**src/verilog/core_pkg.sv**
```systemverilog
package core_pkg;

    typedef logic [31:0] word_t;
    typedef logic [4:0] reg_addr_t;
    typedef word_t [31:0] regfile_t;

    typedef enum logic [2:0] {
        ALU_ADD,
        ALU_SUB,
        ALU_AND,
        ALU_OR,
        ALU_XOR,
        ALU_COPY2
    } alu_fn_t;

    typedef enum logic [1:0] {
        BR_X,
        BR_BEQ,
        BR_BNE,
        BR_JAL
    } br_fn_t;

    typedef enum logic [1:0] {
        MEN_X,
        MEN_LW,
        MEN_SW
    } mem_fn_t;

    typedef enum logic [1:0] {
        WB_ALU,
        WB_MEM,
        WB_PC4
    } wb_sel_t;

    typedef struct packed {
        alu_fn_t   alu_fn;
        br_fn_t    br_fn;
        mem_fn_t   mem_fn;
        wb_sel_t   wb_sel;
        logic      rf_wen;
        reg_addr_t wb_addr;
        logic      is_exit;
    } ctrl_t;

    typedef struct packed {
        logic  valid;
        word_t pc;
        word_t inst;
    } if_id_t;

    // op2 holds the immediate for loads, stores, branches and jal
    typedef struct packed {
        logic  valid;
        word_t pc;
        ctrl_t ctrl;
        word_t op1;
        word_t op2;
        word_t rs2_data;
    } id_exe_t;

    typedef struct packed {
        logic  valid;
        word_t pc;
        ctrl_t ctrl;
        word_t alu_out;
        word_t rs2_data;
    } exe_mem_t;

    typedef struct packed {
        logic  valid;
        word_t pc;
        ctrl_t ctrl;
        word_t alu_out;
        word_t mem_rdata;
    } mem_wb_t;

    localparam logic [6:0] op_reg    = 7'b0110011;
    localparam logic [6:0] op_imm    = 7'b0010011;
    localparam logic [6:0] op_lui    = 7'b0110111;
    localparam logic [6:0] op_load   = 7'b0000011;
    localparam logic [6:0] op_store  = 7'b0100011;
    localparam logic [6:0] op_branch = 7'b1100011;
    localparam logic [6:0] op_jal    = 7'b1101111;
    localparam logic [6:0] op_system = 7'b1110011;

    localparam word_t reset_pc = 32'h0000_0000;
    // addi x0, x0, 0
    localparam word_t nop_inst = 32'h0000_0013;

endpackage

```
**src/verilog/fetch_stage.sv**
```systemverilog
module fetch_stage (
    input  logic             clk,
    input  logic             rst_n,
    output logic             memory_inst_start,
    input  logic             memory_inst_ready,
    output core_pkg::word_t  memory_i_addr,
    input  core_pkg::word_t  memory_inst,
    input  logic             memory_inst_valid,
    output core_pkg::if_id_t if_id,
    input  logic             stall,
    input  logic             branch_taken,
    input  core_pkg::word_t  branch_target,
    input  logic             halt
);
    import core_pkg::*;

    word_t pc;
    word_t skid_inst;
    logic  pending;
    logic  stale;
    logic  skid_valid;
    logic  reply;
    logic  fresh;
    logic  issue;

    assign reply = pending && memory_inst_valid;
    // replies to a request made before a redirect are dropped
    assign fresh = reply && !stale;
    assign issue = !memory_inst_start && !pending && !skid_valid && !halt && !branch_taken;

    // no new request while a word sits in the skid, so the address is still its pc
    always_comb begin
        if_id.valid = !branch_taken && (skid_valid || fresh);
        if_id.pc    = memory_i_addr;
        if (skid_valid) begin
            if_id.inst = skid_inst;
        end else if (fresh) begin
            if_id.inst = memory_inst;
        end else begin
            if_id.inst = nop_inst;
        end
    end

    always_ff @(posedge clk) begin
        if (!rst_n) begin
            pc                <= reset_pc;
            memory_i_addr     <= reset_pc;
            memory_inst_start <= 1'b0;
            pending           <= 1'b0;
            stale             <= 1'b0;
            skid_valid        <= 1'b0;
        end else begin
            if (memory_inst_start && memory_inst_ready) begin
                memory_inst_start <= 1'b0;
                pending           <= 1'b1;
            end else if (issue) begin
                memory_inst_start <= 1'b1;
                memory_i_addr     <= pc;
                pc                <= pc + 32'd4;
            end
            if (reply) begin
                pending <= 1'b0;
                stale   <= 1'b0;
            end
            if (branch_taken) begin
                pc         <= branch_target;
                stale      <= memory_inst_start || (pending && !memory_inst_valid);
                skid_valid <= 1'b0;
            end else if (fresh && stall) begin
                skid_valid <= 1'b1;
            end else if (!stall) begin
                skid_valid <= 1'b0;
            end
        end
    end

    always_ff @(posedge clk) begin
        if (fresh && stall) begin
            skid_inst <= memory_inst;
        end
    end

endmodule

```
**src/verilog/decode_stage.sv**
```systemverilog
module decode_stage (
    input  core_pkg::if_id_t   id_reg,
    input  core_pkg::regfile_t regfile,
    input  core_pkg::ctrl_t    exe_ctrl,
    input  core_pkg::ctrl_t    mem_ctrl,
    input  core_pkg::ctrl_t    wb_ctrl,
    input  logic               exe_valid,
    input  logic               mem_valid,
    input  logic               wb_valid,
    output core_pkg::id_exe_t  id_exe,
    output logic               hazard_stall
);
    import core_pkg::*;

    word_t     inst;
    logic [6:0] opcode;
    logic [2:0] funct3;
    reg_addr_t rs1;
    reg_addr_t rs2;
    reg_addr_t rd;
    word_t     imm_i;
    word_t     imm_s;
    word_t     imm_b;
    word_t     imm_u;
    word_t     imm_j;
    word_t     rs1_data;
    word_t     rs2_data;
    word_t     op2;
    ctrl_t     ctrl;
    logic      uses_rs1;
    logic      uses_rs2;
    logic      raw_rs1;
    logic      raw_rs2;

    function automatic logic writes_reg(logic valid, ctrl_t c, reg_addr_t r);
        return valid && c.rf_wen && c.wb_addr == r && r != '0;
    endfunction

    assign inst   = id_reg.inst;
    assign opcode = inst[6:0];
    assign funct3 = inst[14:12];
    assign rd     = inst[11:7];
    assign rs1    = inst[19:15];
    assign rs2    = inst[24:20];

    assign imm_i = {{20{inst[31]}}, inst[31:20]};
    assign imm_s = {{20{inst[31]}}, inst[31:25], inst[11:7]};
    assign imm_b = {{19{inst[31]}}, inst[31], inst[7], inst[30:25], inst[11:8], 1'b0};
    assign imm_u = {inst[31:12], 12'b0};
    assign imm_j = {{11{inst[31]}}, inst[31], inst[19:12], inst[20], inst[30:21], 1'b0};

    // x0 reads as zero
    assign rs1_data = (rs1 == '0) ? '0 : regfile[rs1];
    assign rs2_data = (rs2 == '0) ? '0 : regfile[rs2];

    always_comb begin
        ctrl = '{alu_fn: ALU_ADD, br_fn: BR_X, mem_fn: MEN_X, wb_sel: WB_ALU,
                 rf_wen: 1'b0, wb_addr: rd, is_exit: 1'b0};
        op2      = imm_i;
        uses_rs1 = 1'b0;
        uses_rs2 = 1'b0;
        case (opcode)
            op_reg: begin
                ctrl.rf_wen = 1'b1;
                uses_rs1    = 1'b1;
                uses_rs2    = 1'b1;
                op2         = rs2_data;
                case ({inst[30], funct3})
                    4'b0_000: ctrl.alu_fn = ALU_ADD;
                    4'b1_000: ctrl.alu_fn = ALU_SUB;
                    4'b0_111: ctrl.alu_fn = ALU_AND;
                    4'b0_110: ctrl.alu_fn = ALU_OR;
                    4'b0_100: ctrl.alu_fn = ALU_XOR;
                    default:  ctrl.rf_wen = 1'b0;
                endcase
            end
            op_imm: begin
                // addi only
                ctrl.rf_wen = (funct3 == 3'b000);
                uses_rs1    = 1'b1;
            end
            op_lui: begin
                ctrl.alu_fn = ALU_COPY2;
                ctrl.rf_wen = 1'b1;
                op2         = imm_u;
            end
            op_load: begin
                ctrl.mem_fn = MEN_LW;
                ctrl.wb_sel = WB_MEM;
                ctrl.rf_wen = 1'b1;
                uses_rs1    = 1'b1;
            end
            op_store: begin
                ctrl.mem_fn = MEN_SW;
                uses_rs1    = 1'b1;
                uses_rs2    = 1'b1;
                op2         = imm_s;
            end
            op_branch: begin
                if (funct3 == 3'b000) begin
                    ctrl.br_fn = BR_BEQ;
                end else if (funct3 == 3'b001) begin
                    ctrl.br_fn = BR_BNE;
                end
                uses_rs1 = 1'b1;
                uses_rs2 = 1'b1;
                op2      = imm_b;
            end
            op_jal: begin
                ctrl.br_fn  = BR_JAL;
                ctrl.wb_sel = WB_PC4;
                ctrl.rf_wen = 1'b1;
                op2         = imm_j;
            end
            op_system: ctrl.is_exit = (inst[31:7] == '0);
            default: ;
        endcase
    end

    // the register file is written at the end of wb, so wb counts as in flight
    assign raw_rs1 = uses_rs1 && (writes_reg(exe_valid, exe_ctrl, rs1) ||
                                  writes_reg(mem_valid, mem_ctrl, rs1) ||
                                  writes_reg(wb_valid, wb_ctrl, rs1));
    assign raw_rs2 = uses_rs2 && (writes_reg(exe_valid, exe_ctrl, rs2) ||
                                  writes_reg(mem_valid, mem_ctrl, rs2) ||
                                  writes_reg(wb_valid, wb_ctrl, rs2));
    assign hazard_stall = id_reg.valid && (raw_rs1 || raw_rs2);

    always_comb begin
        id_exe.valid    = id_reg.valid && !hazard_stall;
        id_exe.pc       = id_reg.pc;
        id_exe.ctrl     = ctrl;
        id_exe.op1      = rs1_data;
        id_exe.op2      = op2;
        id_exe.rs2_data = rs2_data;
    end

endmodule

```
**src/verilog/execute_stage.sv**
```systemverilog
module execute_stage (
    input  core_pkg::id_exe_t  exe_reg,
    output core_pkg::exe_mem_t exe_mem,
    output logic               branch_taken,
    output core_pkg::word_t    branch_target
);
    import core_pkg::*;

    word_t alu_out;
    logic  cond;

    always_comb begin
        case (exe_reg.ctrl.alu_fn)
            ALU_ADD:   alu_out = exe_reg.op1 + exe_reg.op2;
            ALU_SUB:   alu_out = exe_reg.op1 - exe_reg.op2;
            ALU_AND:   alu_out = exe_reg.op1 & exe_reg.op2;
            ALU_OR:    alu_out = exe_reg.op1 | exe_reg.op2;
            ALU_XOR:   alu_out = exe_reg.op1 ^ exe_reg.op2;
            ALU_COPY2: alu_out = exe_reg.op2;
            default:   alu_out = exe_reg.op1 + exe_reg.op2;
        endcase
    end

    // branches compare rs1 with rs2, op2 carries the offset
    always_comb begin
        case (exe_reg.ctrl.br_fn)
            BR_BEQ:  cond = (exe_reg.op1 == exe_reg.rs2_data);
            BR_BNE:  cond = (exe_reg.op1 != exe_reg.rs2_data);
            BR_JAL:  cond = 1'b1;
            default: cond = 1'b0;
        endcase
    end

    assign branch_taken  = exe_reg.valid && cond;
    assign branch_target = exe_reg.pc + exe_reg.op2;

    always_comb begin
        exe_mem.valid    = exe_reg.valid;
        exe_mem.pc       = exe_reg.pc;
        exe_mem.ctrl     = exe_reg.ctrl;
        exe_mem.alu_out  = alu_out;
        exe_mem.rs2_data = exe_reg.rs2_data;
    end

endmodule

```
**src/verilog/memory_stage.sv**
```systemverilog
module memory_stage (
    input  logic               clk,
    input  logic               rst_n,
    input  core_pkg::exe_mem_t mem_reg,
    output logic               memory_d_cmd_start,
    output logic               memory_d_cmd_write,
    input  logic               memory_d_cmd_ready,
    output core_pkg::word_t    memory_d_addr,
    output core_pkg::word_t    memory_wdata,
    output core_pkg::word_t    memory_wmask,
    input  core_pkg::word_t    memory_rdata,
    input  logic               memory_rdata_valid,
    output core_pkg::mem_wb_t  mem_wb,
    output logic               memory_busy
);
    import core_pkg::*;

    typedef enum logic [1:0] {
        MS_IDLE,
        MS_CMD,
        MS_WAIT_DATA
    } mem_state_t;

    mem_state_t state;
    logic       done;
    logic       mem_op;
    word_t      load_data;

    assign mem_op = mem_reg.valid && mem_reg.ctrl.mem_fn != MEN_X;
    // done marks the cycle the finished access leaves the stage
    assign memory_busy = mem_op && !done;

    assign memory_d_cmd_start = (state == MS_CMD);
    assign memory_d_cmd_write = (mem_reg.ctrl.mem_fn == MEN_SW);
    assign memory_d_addr      = mem_reg.alu_out;
    assign memory_wdata       = mem_reg.rs2_data;
    assign memory_wmask       = '1;

    always_ff @(posedge clk) begin
        if (!rst_n) begin
            state <= MS_IDLE;
            done  <= 1'b0;
        end else begin
            done <= 1'b0;
            case (state)
                MS_IDLE: begin
                    if (mem_op && !done) begin
                        state <= MS_CMD;
                    end
                end
                MS_CMD: begin
                    if (memory_d_cmd_ready) begin
                        // a store is finished once accepted
                        state <= memory_d_cmd_write ? MS_IDLE : MS_WAIT_DATA;
                        done  <= memory_d_cmd_write;
                    end
                end
                MS_WAIT_DATA: begin
                    if (memory_rdata_valid) begin
                        state <= MS_IDLE;
                        done  <= 1'b1;
                    end
                end
                default: state <= MS_IDLE;
            endcase
        end
    end

    always_ff @(posedge clk) begin
        if (state == MS_WAIT_DATA && memory_rdata_valid) begin
            load_data <= memory_rdata;
        end
    end

    always_comb begin
        mem_wb.valid     = mem_reg.valid && !memory_busy;
        mem_wb.pc        = mem_reg.pc;
        mem_wb.ctrl      = mem_reg.ctrl;
        mem_wb.alu_out   = mem_reg.alu_out;
        mem_wb.mem_rdata = load_data;
    end

endmodule

```
**src/verilog/writeback_stage.sv**
```systemverilog
module writeback_stage (
    input  logic               clk,
    input  logic               rst_n,
    input  core_pkg::mem_wb_t  wb_reg,
    output core_pkg::regfile_t regfile,
    output core_pkg::word_t    gp,
    output logic               exit
);
    import core_pkg::*;

    word_t wdata;

    always_comb begin
        case (wb_reg.ctrl.wb_sel)
            WB_MEM:  wdata = wb_reg.mem_rdata;
            WB_PC4:  wdata = wb_reg.pc + 32'd4;
            default: wdata = wb_reg.alu_out;
        endcase
    end

    always_ff @(posedge clk) begin
        if (wb_reg.valid && wb_reg.ctrl.rf_wen && wb_reg.ctrl.wb_addr != '0) begin
            regfile[wb_reg.ctrl.wb_addr] <= wdata;
        end
    end

    // sticky until reset
    always_ff @(posedge clk) begin
        if (!rst_n) begin
            exit <= 1'b0;
        end else if (wb_reg.valid && wb_reg.ctrl.is_exit) begin
            exit <= 1'b1;
        end
    end

    assign gp = regfile[3];

endmodule

```
**src/verilog/core.sv**
```systemverilog
module core (
    input  logic            clk,
    input  logic            rst_n,
    output logic            memory_inst_start,
    input  logic            memory_inst_ready,
    output core_pkg::word_t memory_i_addr,
    input  core_pkg::word_t memory_inst,
    input  logic            memory_inst_valid,
    output logic            memory_d_cmd_start,
    output logic            memory_d_cmd_write,
    input  logic            memory_d_cmd_ready,
    output core_pkg::word_t memory_d_addr,
    output core_pkg::word_t memory_wdata,
    output core_pkg::word_t memory_wmask,
    input  core_pkg::word_t memory_rdata,
    input  logic            memory_rdata_valid,
    output logic            exit,
    output core_pkg::word_t gp
);
    import core_pkg::*;

    if_id_t   if_id;
    if_id_t   id_reg;
    id_exe_t  id_exe;
    id_exe_t  exe_reg;
    exe_mem_t exe_mem;
    exe_mem_t mem_reg;
    mem_wb_t  mem_wb;
    mem_wb_t  wb_reg;
    regfile_t regfile;
    word_t    branch_target;
    logic     branch_taken;
    logic     flush;
    logic     hazard_stall;
    logic     memory_busy;
    logic     mem_stall;
    logic     exe_stall;
    logic     id_stall;
    logic     if_stall;

    assign mem_stall = memory_busy;
    assign exe_stall = mem_stall;
    assign id_stall  = exe_stall || hazard_stall;
    assign if_stall  = id_stall;

    // a branch held in exe by a stall redirects once, when it moves on
    assign flush = branch_taken && !exe_stall;

    always_ff @(posedge clk) begin
        if (!rst_n || flush) begin
            id_reg.valid <= 1'b0;
        end else if (!if_stall) begin
            id_reg <= if_id;
        end
    end

    // a hazard leaves a bubble here since decode drops its valid
    always_ff @(posedge clk) begin
        if (!rst_n || flush) begin
            exe_reg.valid <= 1'b0;
        end else if (!exe_stall) begin
            exe_reg <= id_exe;
        end
    end

    always_ff @(posedge clk) begin
        if (!rst_n) begin
            mem_reg.valid <= 1'b0;
        end else if (!mem_stall) begin
            mem_reg <= exe_mem;
        end
    end

    always_ff @(posedge clk) begin
        if (!rst_n) begin
            wb_reg.valid <= 1'b0;
        end else begin
            wb_reg <= mem_wb;
        end
    end

    fetch_stage fetch_i (
        .clk               (clk),
        .rst_n             (rst_n),
        .memory_inst_start (memory_inst_start),
        .memory_inst_ready (memory_inst_ready),
        .memory_i_addr     (memory_i_addr),
        .memory_inst       (memory_inst),
        .memory_inst_valid (memory_inst_valid),
        .if_id             (if_id),
        .stall             (if_stall),
        .branch_taken      (flush),
        .branch_target     (branch_target),
        .halt              (exit)
    );

    decode_stage decode_i (
        .id_reg       (id_reg),
        .regfile      (regfile),
        .exe_ctrl     (exe_reg.ctrl),
        .mem_ctrl     (mem_reg.ctrl),
        .wb_ctrl      (wb_reg.ctrl),
        .exe_valid    (exe_reg.valid),
        .mem_valid    (mem_reg.valid),
        .wb_valid     (wb_reg.valid),
        .id_exe       (id_exe),
        .hazard_stall (hazard_stall)
    );

    execute_stage execute_i (
        .exe_reg       (exe_reg),
        .exe_mem       (exe_mem),
        .branch_taken  (branch_taken),
        .branch_target (branch_target)
    );

    memory_stage memory_i (
        .clk                (clk),
        .rst_n              (rst_n),
        .mem_reg            (mem_reg),
        .memory_d_cmd_start (memory_d_cmd_start),
        .memory_d_cmd_write (memory_d_cmd_write),
        .memory_d_cmd_ready (memory_d_cmd_ready),
        .memory_d_addr      (memory_d_addr),
        .memory_wdata       (memory_wdata),
        .memory_wmask       (memory_wmask),
        .memory_rdata       (memory_rdata),
        .memory_rdata_valid (memory_rdata_valid),
        .mem_wb             (mem_wb),
        .memory_busy        (memory_busy)
    );

    writeback_stage writeback_i (
        .clk     (clk),
        .rst_n   (rst_n),
        .wb_reg  (wb_reg),
        .regfile (regfile),
        .gp      (gp),
        .exit    (exit)
    );

endmodule

```
**config.mk**
```make
export PLATFORM = sky130hd
export DESIGN_NAME = core
export DESIGN_NICKNAME = d
export VERILOG_FILES = /design/src/verilog/core_pkg.sv /design/src/verilog/fetch_stage.sv /design/src/verilog/decode_stage.sv /design/src/verilog/execute_stage.sv /design/src/verilog/memory_stage.sv /design/src/verilog/writeback_stage.sv /design/src/verilog/core.sv
export SDC_FILE = /design/constraint.sdc
export NUM_CORES = 2
export LEC_CHECK = 0
export BUFFER_PORTS_ARGS = -buffer_cell sky130_fd_sc_hd__buf_2
export CAP_MARGIN = 20
export CORE_AREA = 2 2 550 552
export DETAILED_ROUTE_END_ITERATION = 10
export DIE_AREA = 0 0 552 554
export SYNTH_ARGS = -nofsm -noshare
export SYNTH_HDL_FRONTEND = slang
export SYNTH_SLANG_ARGS = --single-unit
```
**constraint.sdc**
```tcl
create_clock -name clk -period 14.6 [get_ports clk]
set_input_delay 2.19 -clock clk [delete_from_list [all_inputs] [get_ports clk]]
set_output_delay 2.19 -clock clk [all_outputs]
set_load 0.01 [all_outputs]
```
# [Word-level counts from Yosys, hierarchy flattened]
# Index checks and enable logic that the tools add are counted.
[word_totals] elab_cells=254 out_inout_bits=164 register_bits=1584 input_bits=70
[classes] bitwise=8 addsub=5 reduce_logical=83 n_lt_le_gt_ge=4 muxes=40 eq_ne=39
[op_table] operator="$bwmux 1024" n=1
[op_table] operator="$bmux 32 s5" n=2
[op_table] operator="$pmux 32 s5" n=2
[op_table] operator="$mux 32" n=9
[op_table] operator="$demux 32 s5" n=1
[op_table] operator="$add 32x3->32 const B" n=2
[op_table] operator="$add 32x32->32" n=2
[op_table] operator="$pmux 32 s2" n=1
[op_table] operator="$logic_and 1x1->1" n=38
[op_table] operator="$and 32x32->32" n=1
[op_table] operator="$eq 32x32->1" n=1
[op_table] operator="$ne 32x32->1" n=1
[op_table] operator="$or 32x32->32" n=1
[op_table] operator="$sub 32x32->32" n=1
[op_table] operator="$xor 32x32->32" n=1
[op_table] operator="$eq 5x5->1" n=6
[op_table] operator="$logic_not 25->1" n=1
[op_table] operator="$eq 7x6->1 const B" n=3
[op_table] operator="$eq 7x7->1 const B" n=3
[op_table] operator="$lt 5x6->1 const B" n=3
[op_table] operator="$reduce_bool 5->1" n=3
[op_table] operator="$eq 4x3->1 const B" n=3
[op_table] operator="$mux 2" n=6
[op_table] operator="$pmux 2 s2" n=3
[op_table] operator="other kinds (30)" n=84

# [Logic depth before layout (Yosys ltp)]
[logic_depth] word_depth=11 mapped_depth=19 depth_no_buf=18

# [Hierarchy]
# A second synthesis with hierarchy kept.
[unflattened] cells_unflattened=5051 area_unflattened_um2=77797.1
[modules_own_cells] mod="writeback_stage" seq_area_each_um2=30769.5 cells_per_inst=1293 n_inst=1 area_per_inst_um2=32408.6
[modules_own_cells] mod="decode_stage" seq_area_each_um2=0.0 cells_per_inst=1483 n_inst=1 area_per_inst_um2=17603.1
[modules_own_cells] mod="core" seq_area_each_um2=13052.5 cells_per_inst=452 n_inst=1 area_per_inst_um2=13160.1
[modules_own_cells] mod="execute_stage" seq_area_each_um2=0.0 cells_per_inst=1019 n_inst=1 area_per_inst_um2=7211.9
[modules_own_cells] mod="fetch_stage" seq_area_each_um2=2322.2 cells_per_inst=568 n_inst=1 area_per_inst_um2=4899.7
[modules_own_cells] mod="memory_stage" seq_area_each_um2=1021.0 cells_per_inst=236 n_inst=1 area_per_inst_um2=2513.7

# [Worst setup path before layout]
# No wires, ideal clock.
[synth_path] path_kind="input port to flip-flop" start="input port rst_n" end="register, netlist name id_reg[0]" cell_stages=4 path_slack_ns=3.738 setup_ns=0.427 arrival_ns=10.436 path_buffers=1 required_ns=14.173 cell_sequence="clkbuf_1 nand2_1 nor2_1 o21a_1"
[synth_between] elab_chain_cells=4
[synth_rtl] element="start, declared" line_no="core.sv:3" text="input logic rst_n,"
[synth_rtl] element="$logic_not 1->1"
[synth_rtl] element="$logic_or 1x1->1" line_no="core.sv:50" text="if (!rst_n || flush) begin"
[synth_rtl] element="$not 1->1 (no line)"
[synth_rtl] element="$reduce_and 2->1 (no line)"
# Every way passes these cells.
# A chain may end at the register's enable or synchronous reset.

# [Worst setup path after layout]
[layout_path] start="register, netlist name id_reg[16]" end="register, netlist name exe_reg[81]"
[layout_between] elab_chain_cells=2 elab_cells_between_ends=3 cone_classes="mux: 2; reduce/logical: 1"
[layout_rtl] element="$bmux 32 s5" line_no="decode_stage.sv:53" text="assign rs1_data = (rs1 == '0) ? '0 : regfile[rs1];"
[layout_rtl] element="$mux 32 (not written as such)" line_no="decode_stage.sv:53"
# Parallel ways exist; a longest one is shown, timed or not. The select of a mux whose other input is x is not followed.

==> run_results.csv <==
group,metric,value,unit
synthesis,ys_warn_count,0,
finish,multi_input_comb_area,0.0260,mm2
critical_path,worst_path_max_delay_cell,"buf_4",
sta,worst_pin_slew,1160,ps
placement,port_buffers,201,
sta,relSlewSlack,22.7,%
detailed_routing,wl_per_cell,25.9,um
power,seq_power_share,50.6,%
sta,period_needed,4910,ps
hold_path,hold_end,"wb_reg[88]",
floorplan,ios,234,
critical_path,critPathMaxFanout,67,
cts,cts.repair.resized,0,
power,p_clk_share,38.8,%
critical_path,rr_endpoint,"exe_reg[81]",
synthesis,syn_inst,4265,
finish,largest_reg_flops,992,
power,p_int,0.00789,W
hold_path,hp-start,"mem_reg[88]",
cts,cts_tree,"yes",
grt,grt_pass1_vias,42100,
finish,num-fill-cells,29500,
detailed_routing,final_antenna_net_count,0,
critical_path,reg2reg_slack,9690,ps
synthesis,synth_area,0.0747,mm2
finish,drive_above_1_share,28.6,%
cts,post_cts_buffers,0,
grt,top_usage_layer,"met2",
sta,slew_viol_final,0,
finish,seq_area,0.0468,mm2
critical_path,worstPathArrival,5460,ps
power,peakVddDrop,149,uV
critical_path,critPathLaunchType,"flop",
cts,clk_pin_slew,60,ps
sta,skew,32.8,ps
grt,overflow,0,
detailed_routing,vias_per_cell,4.98,
synthesis,synth_edf_count,1508,
cts,cts_hold_buf,0,
critical_path,crit_buf_inv,4,
power,total_power,0.0105,W
floorplan,initial_utilization,25.0,%
critical_path,path_class,"reg2reg",
placement,hpwlAfterDp,141,mm
cts,cts-buffers-inserted,159,
finish,nets,4606,
cts,cts-root-buf,"clkbuf_16",
floorplan,die_w,552,um
synthesis,ys_seq_area_share,62.7,%
grt,track_usage,14.0,%
synthesis,async_flop_share,0,%
critical_path,worstPathCellList,"buf_4 > buf_4 > buf_4 > buf_4 > mux4_2 > mux4_2 > mux2i_1 > nor2_1",
critical_path,end_kind,"flop",
power,p_sw,0.00261,W
run_status,status,"finished, final reports clean",
grt,antenna_found_initial,3,
critical_path,required,15150,ps
grt,met1_usage,18.6,%
hold_path,min_path_cells,0,
floorplan,die-area,0.306,mm2
sta,fmax,0.204,GHz
sta,hold_violations,0,
power,sw_frac_of_total,24.9,%
grt,grt_max_degree,145,
sta,setup_viol_count_final,0,
critical_path,worstRegToRegCells,8,
floorplan,core_area,0.299,mm2
synthesis,synth.distinct_cells,82,
critical_path,crit_top_cell,"buf_4",
cts,clkSinkCount,1584,
placement,gp_congestion,0.881,
sta,rsz0062_at_grt,"false",
grt,grt_pass1_wl,313,mm
grt,use_met3,2.26,%
critical_path,r2r_start,"id_reg[16]",
critical_path,cp_top_family,"buffers and inverters",
synthesis,synth-seq-cells,1584,
cts,ctsHtreeMaxLevel,4,
sta,min_period_over_period,33.6,%
finish,areaGrowthSynthToFinish,14.2,%
grt,global_route.usage.met2,23.6,%
detailed_routing,vias,42200,
critical_path,cpPeakStageDelay,940,ps
cts,cts_buffer_depth,3,
hold_path,hp-class,"reg2reg",
detailed_routing,drc,0,
power,powerDensity,123,mW/mm2
power,power.leakage,27.6,nW
floorplan,dieHeight,554,um
sta,setup_tns,0,ps
power,pwr-share-comb,10.5,%
cts,clock_latency,830,ps
detailed_routing,wl,220,mm
finish,instances_no_fill,8488,
synthesis,synth_top_flop_cell,"edfxtp_1",
detailed_routing,drtPass1Iterations,5,
floorplan,num_rows,201,
detailed_routing,drt_iter0_drc,5008,
synthesis,synth_area_per_cell,17.5,um2
placement,dp_cells,8194,
job,max_cap_viol_count,0,
[power groups by stage]
stage | clock [W] | combinational (W) | sequential, W
2_1_floorplan | 0 | 0.000751 | 0.00534
4_1_cts | 0.00415 | 0.00110 | 0.00532
5_1_grt | 0.00433 | 0.00119 | 0.00532
3_3_place_gp | 0 | 0.00108 | 0.00541
6_report | 0.00408 | 0.00111 | 0.00532
3_5_place_dp | 0 | 0.00110 | 0.00541
[through the flow]
| stage | hold WS [ps] | utilization, % | cell area, um2 | worst slack [ps] |
|---|---|---|---|---|
| CTS | 409 | 28.5 | 85200 | 9780 |
| finish | 409 | 28.5 | 85300 | 9690 |
| detailed placement | 405 | 26.7 | 80100 | 9590 |
| global placement | 401 | 26.7 | 80000 | 9440 |
| global route | 419 | 28.5 | 85300 | 9480 |
| floorplan | 400 | - | 74900 | 3740 |
[cells in the mapped netlist (36+ instances only)]
library cell | number | share of area (%)
nand3_1 | 41 | 0.27
buf_4 | 160 | 1.6
ha_1 | 134 | 2.2
buf_1 | 41 | 0.21
edfxtp_1 | 1508 | 61
nor2_1 | 229 | 1.2
buf_2 | 54 | 0.36
o21ai_0 | 87 | 0.58
xor2_1 | 90 | 1.1
a22o_1 | 36 | 0.42
mux2i_1 | 120 | 1.6
inv_1 | 94 | 0.47
xnor2_1 | 107 | 1.3
nand2_1 | 144 | 0.72
clkbuf_1 | 151 | 0.76
dfxtp_1 | 76 | 2.0
mux4_2 | 640 | 19
a21oi_1 | 96 | 0.64
[cell families (layout without fill, tap and decap cells)]
family | count (synthesis) | count (layout) | synth area share [%]
and+or+nand+nor | 604 | 604 | 3.83
xor gates and xnor gates | 197 | 197 | 2.31
buffers and inverters | 503 | 703 | 3.43
adders and majority gates | 136 | 136 | 2.30
muxes | 765 | 765 | 21.0
other | 2 | 67 | 0.0101
DFF | 1584 | 1584 | 62.7
AOI/OAI and AO/OA | 474 | 474 | 4.45
[per-layer routing]
layer	up-vias	part of all wire [%]
met4	0	2.8
met1	22500	41
met5	-	0
met3	324	7.2
met2	1931	49
li1	17500	-
[final cells by class]
cell class | count | area share, %
Tap cell | 3958 | 5.81
Clock buffer | 202 | 4.99
Antenna cell | 3 | 0.00880
Inverter | 96 | 0.425
Timing Repair Buffer | 319 | 2.36
Multi-Input combinational cell | 2240 | 30.5
Clock inverter | 86 | 1.05
Sequential cell | 1584 | 54.9
[layout by cell type (no fill, tap or decap), types with 30 or more instances in the layout]
master | synthesis | routed
a21o_1 | 30 | 30
a21oi_1 | 96 | 89
a22o_1 | 36 | 36
a22oi_1 | 30 | 30
buf_2 | 54 | 200
buf_4 | 160 | 110
clkbuf_1 | 151 | 33
clkbuf_16 | 0 | 160
conb_1 | 2 | 64
dfxtp_1 | 76 | 75
edfxtp_1 | 1508 | 1508
ha_1 | 134 | 133
inv_1 | 94 | 93
mux2i_1 | 120 | 119
mux4_2 | 640 | 640
nand2_1 | 144 | 144
nand3_1 | 41 | 41
nor2_1 | 229 | 194
nor2_4 | 2 | 36
nor3_1 | 30 | 30
o21ai_0 | 87 | 62
xnor2_1 | 107 | 107
xor2_1 | 90 | 90
[worst reg2reg max path: cells and delay by family (launching register included)]
family / cells / cell delay (ps)
simple gates: 1 / 60
buf+inv: 4 / 3130
flops: 1 / 320
mux: 3 / 1150
[worst max path at each step]
stage                           start     endpoint  slack (ps)  cells after the start
after floorplan                 rst_n    id_reg[0]        3740                      4
after global placement    exe_reg[95]    id_reg[6]        9440                      9
after detailed placement        rst_n  mem_reg[56]        9590                      4
after CTS                  id_reg[16]  exe_reg[81]        9780                      8
after global routing       id_reg[20]  exe_reg[60]        9480                      8
final                      id_reg[16]  exe_reg[81]        9690                      8
Power figures use the tool's default switching activity.
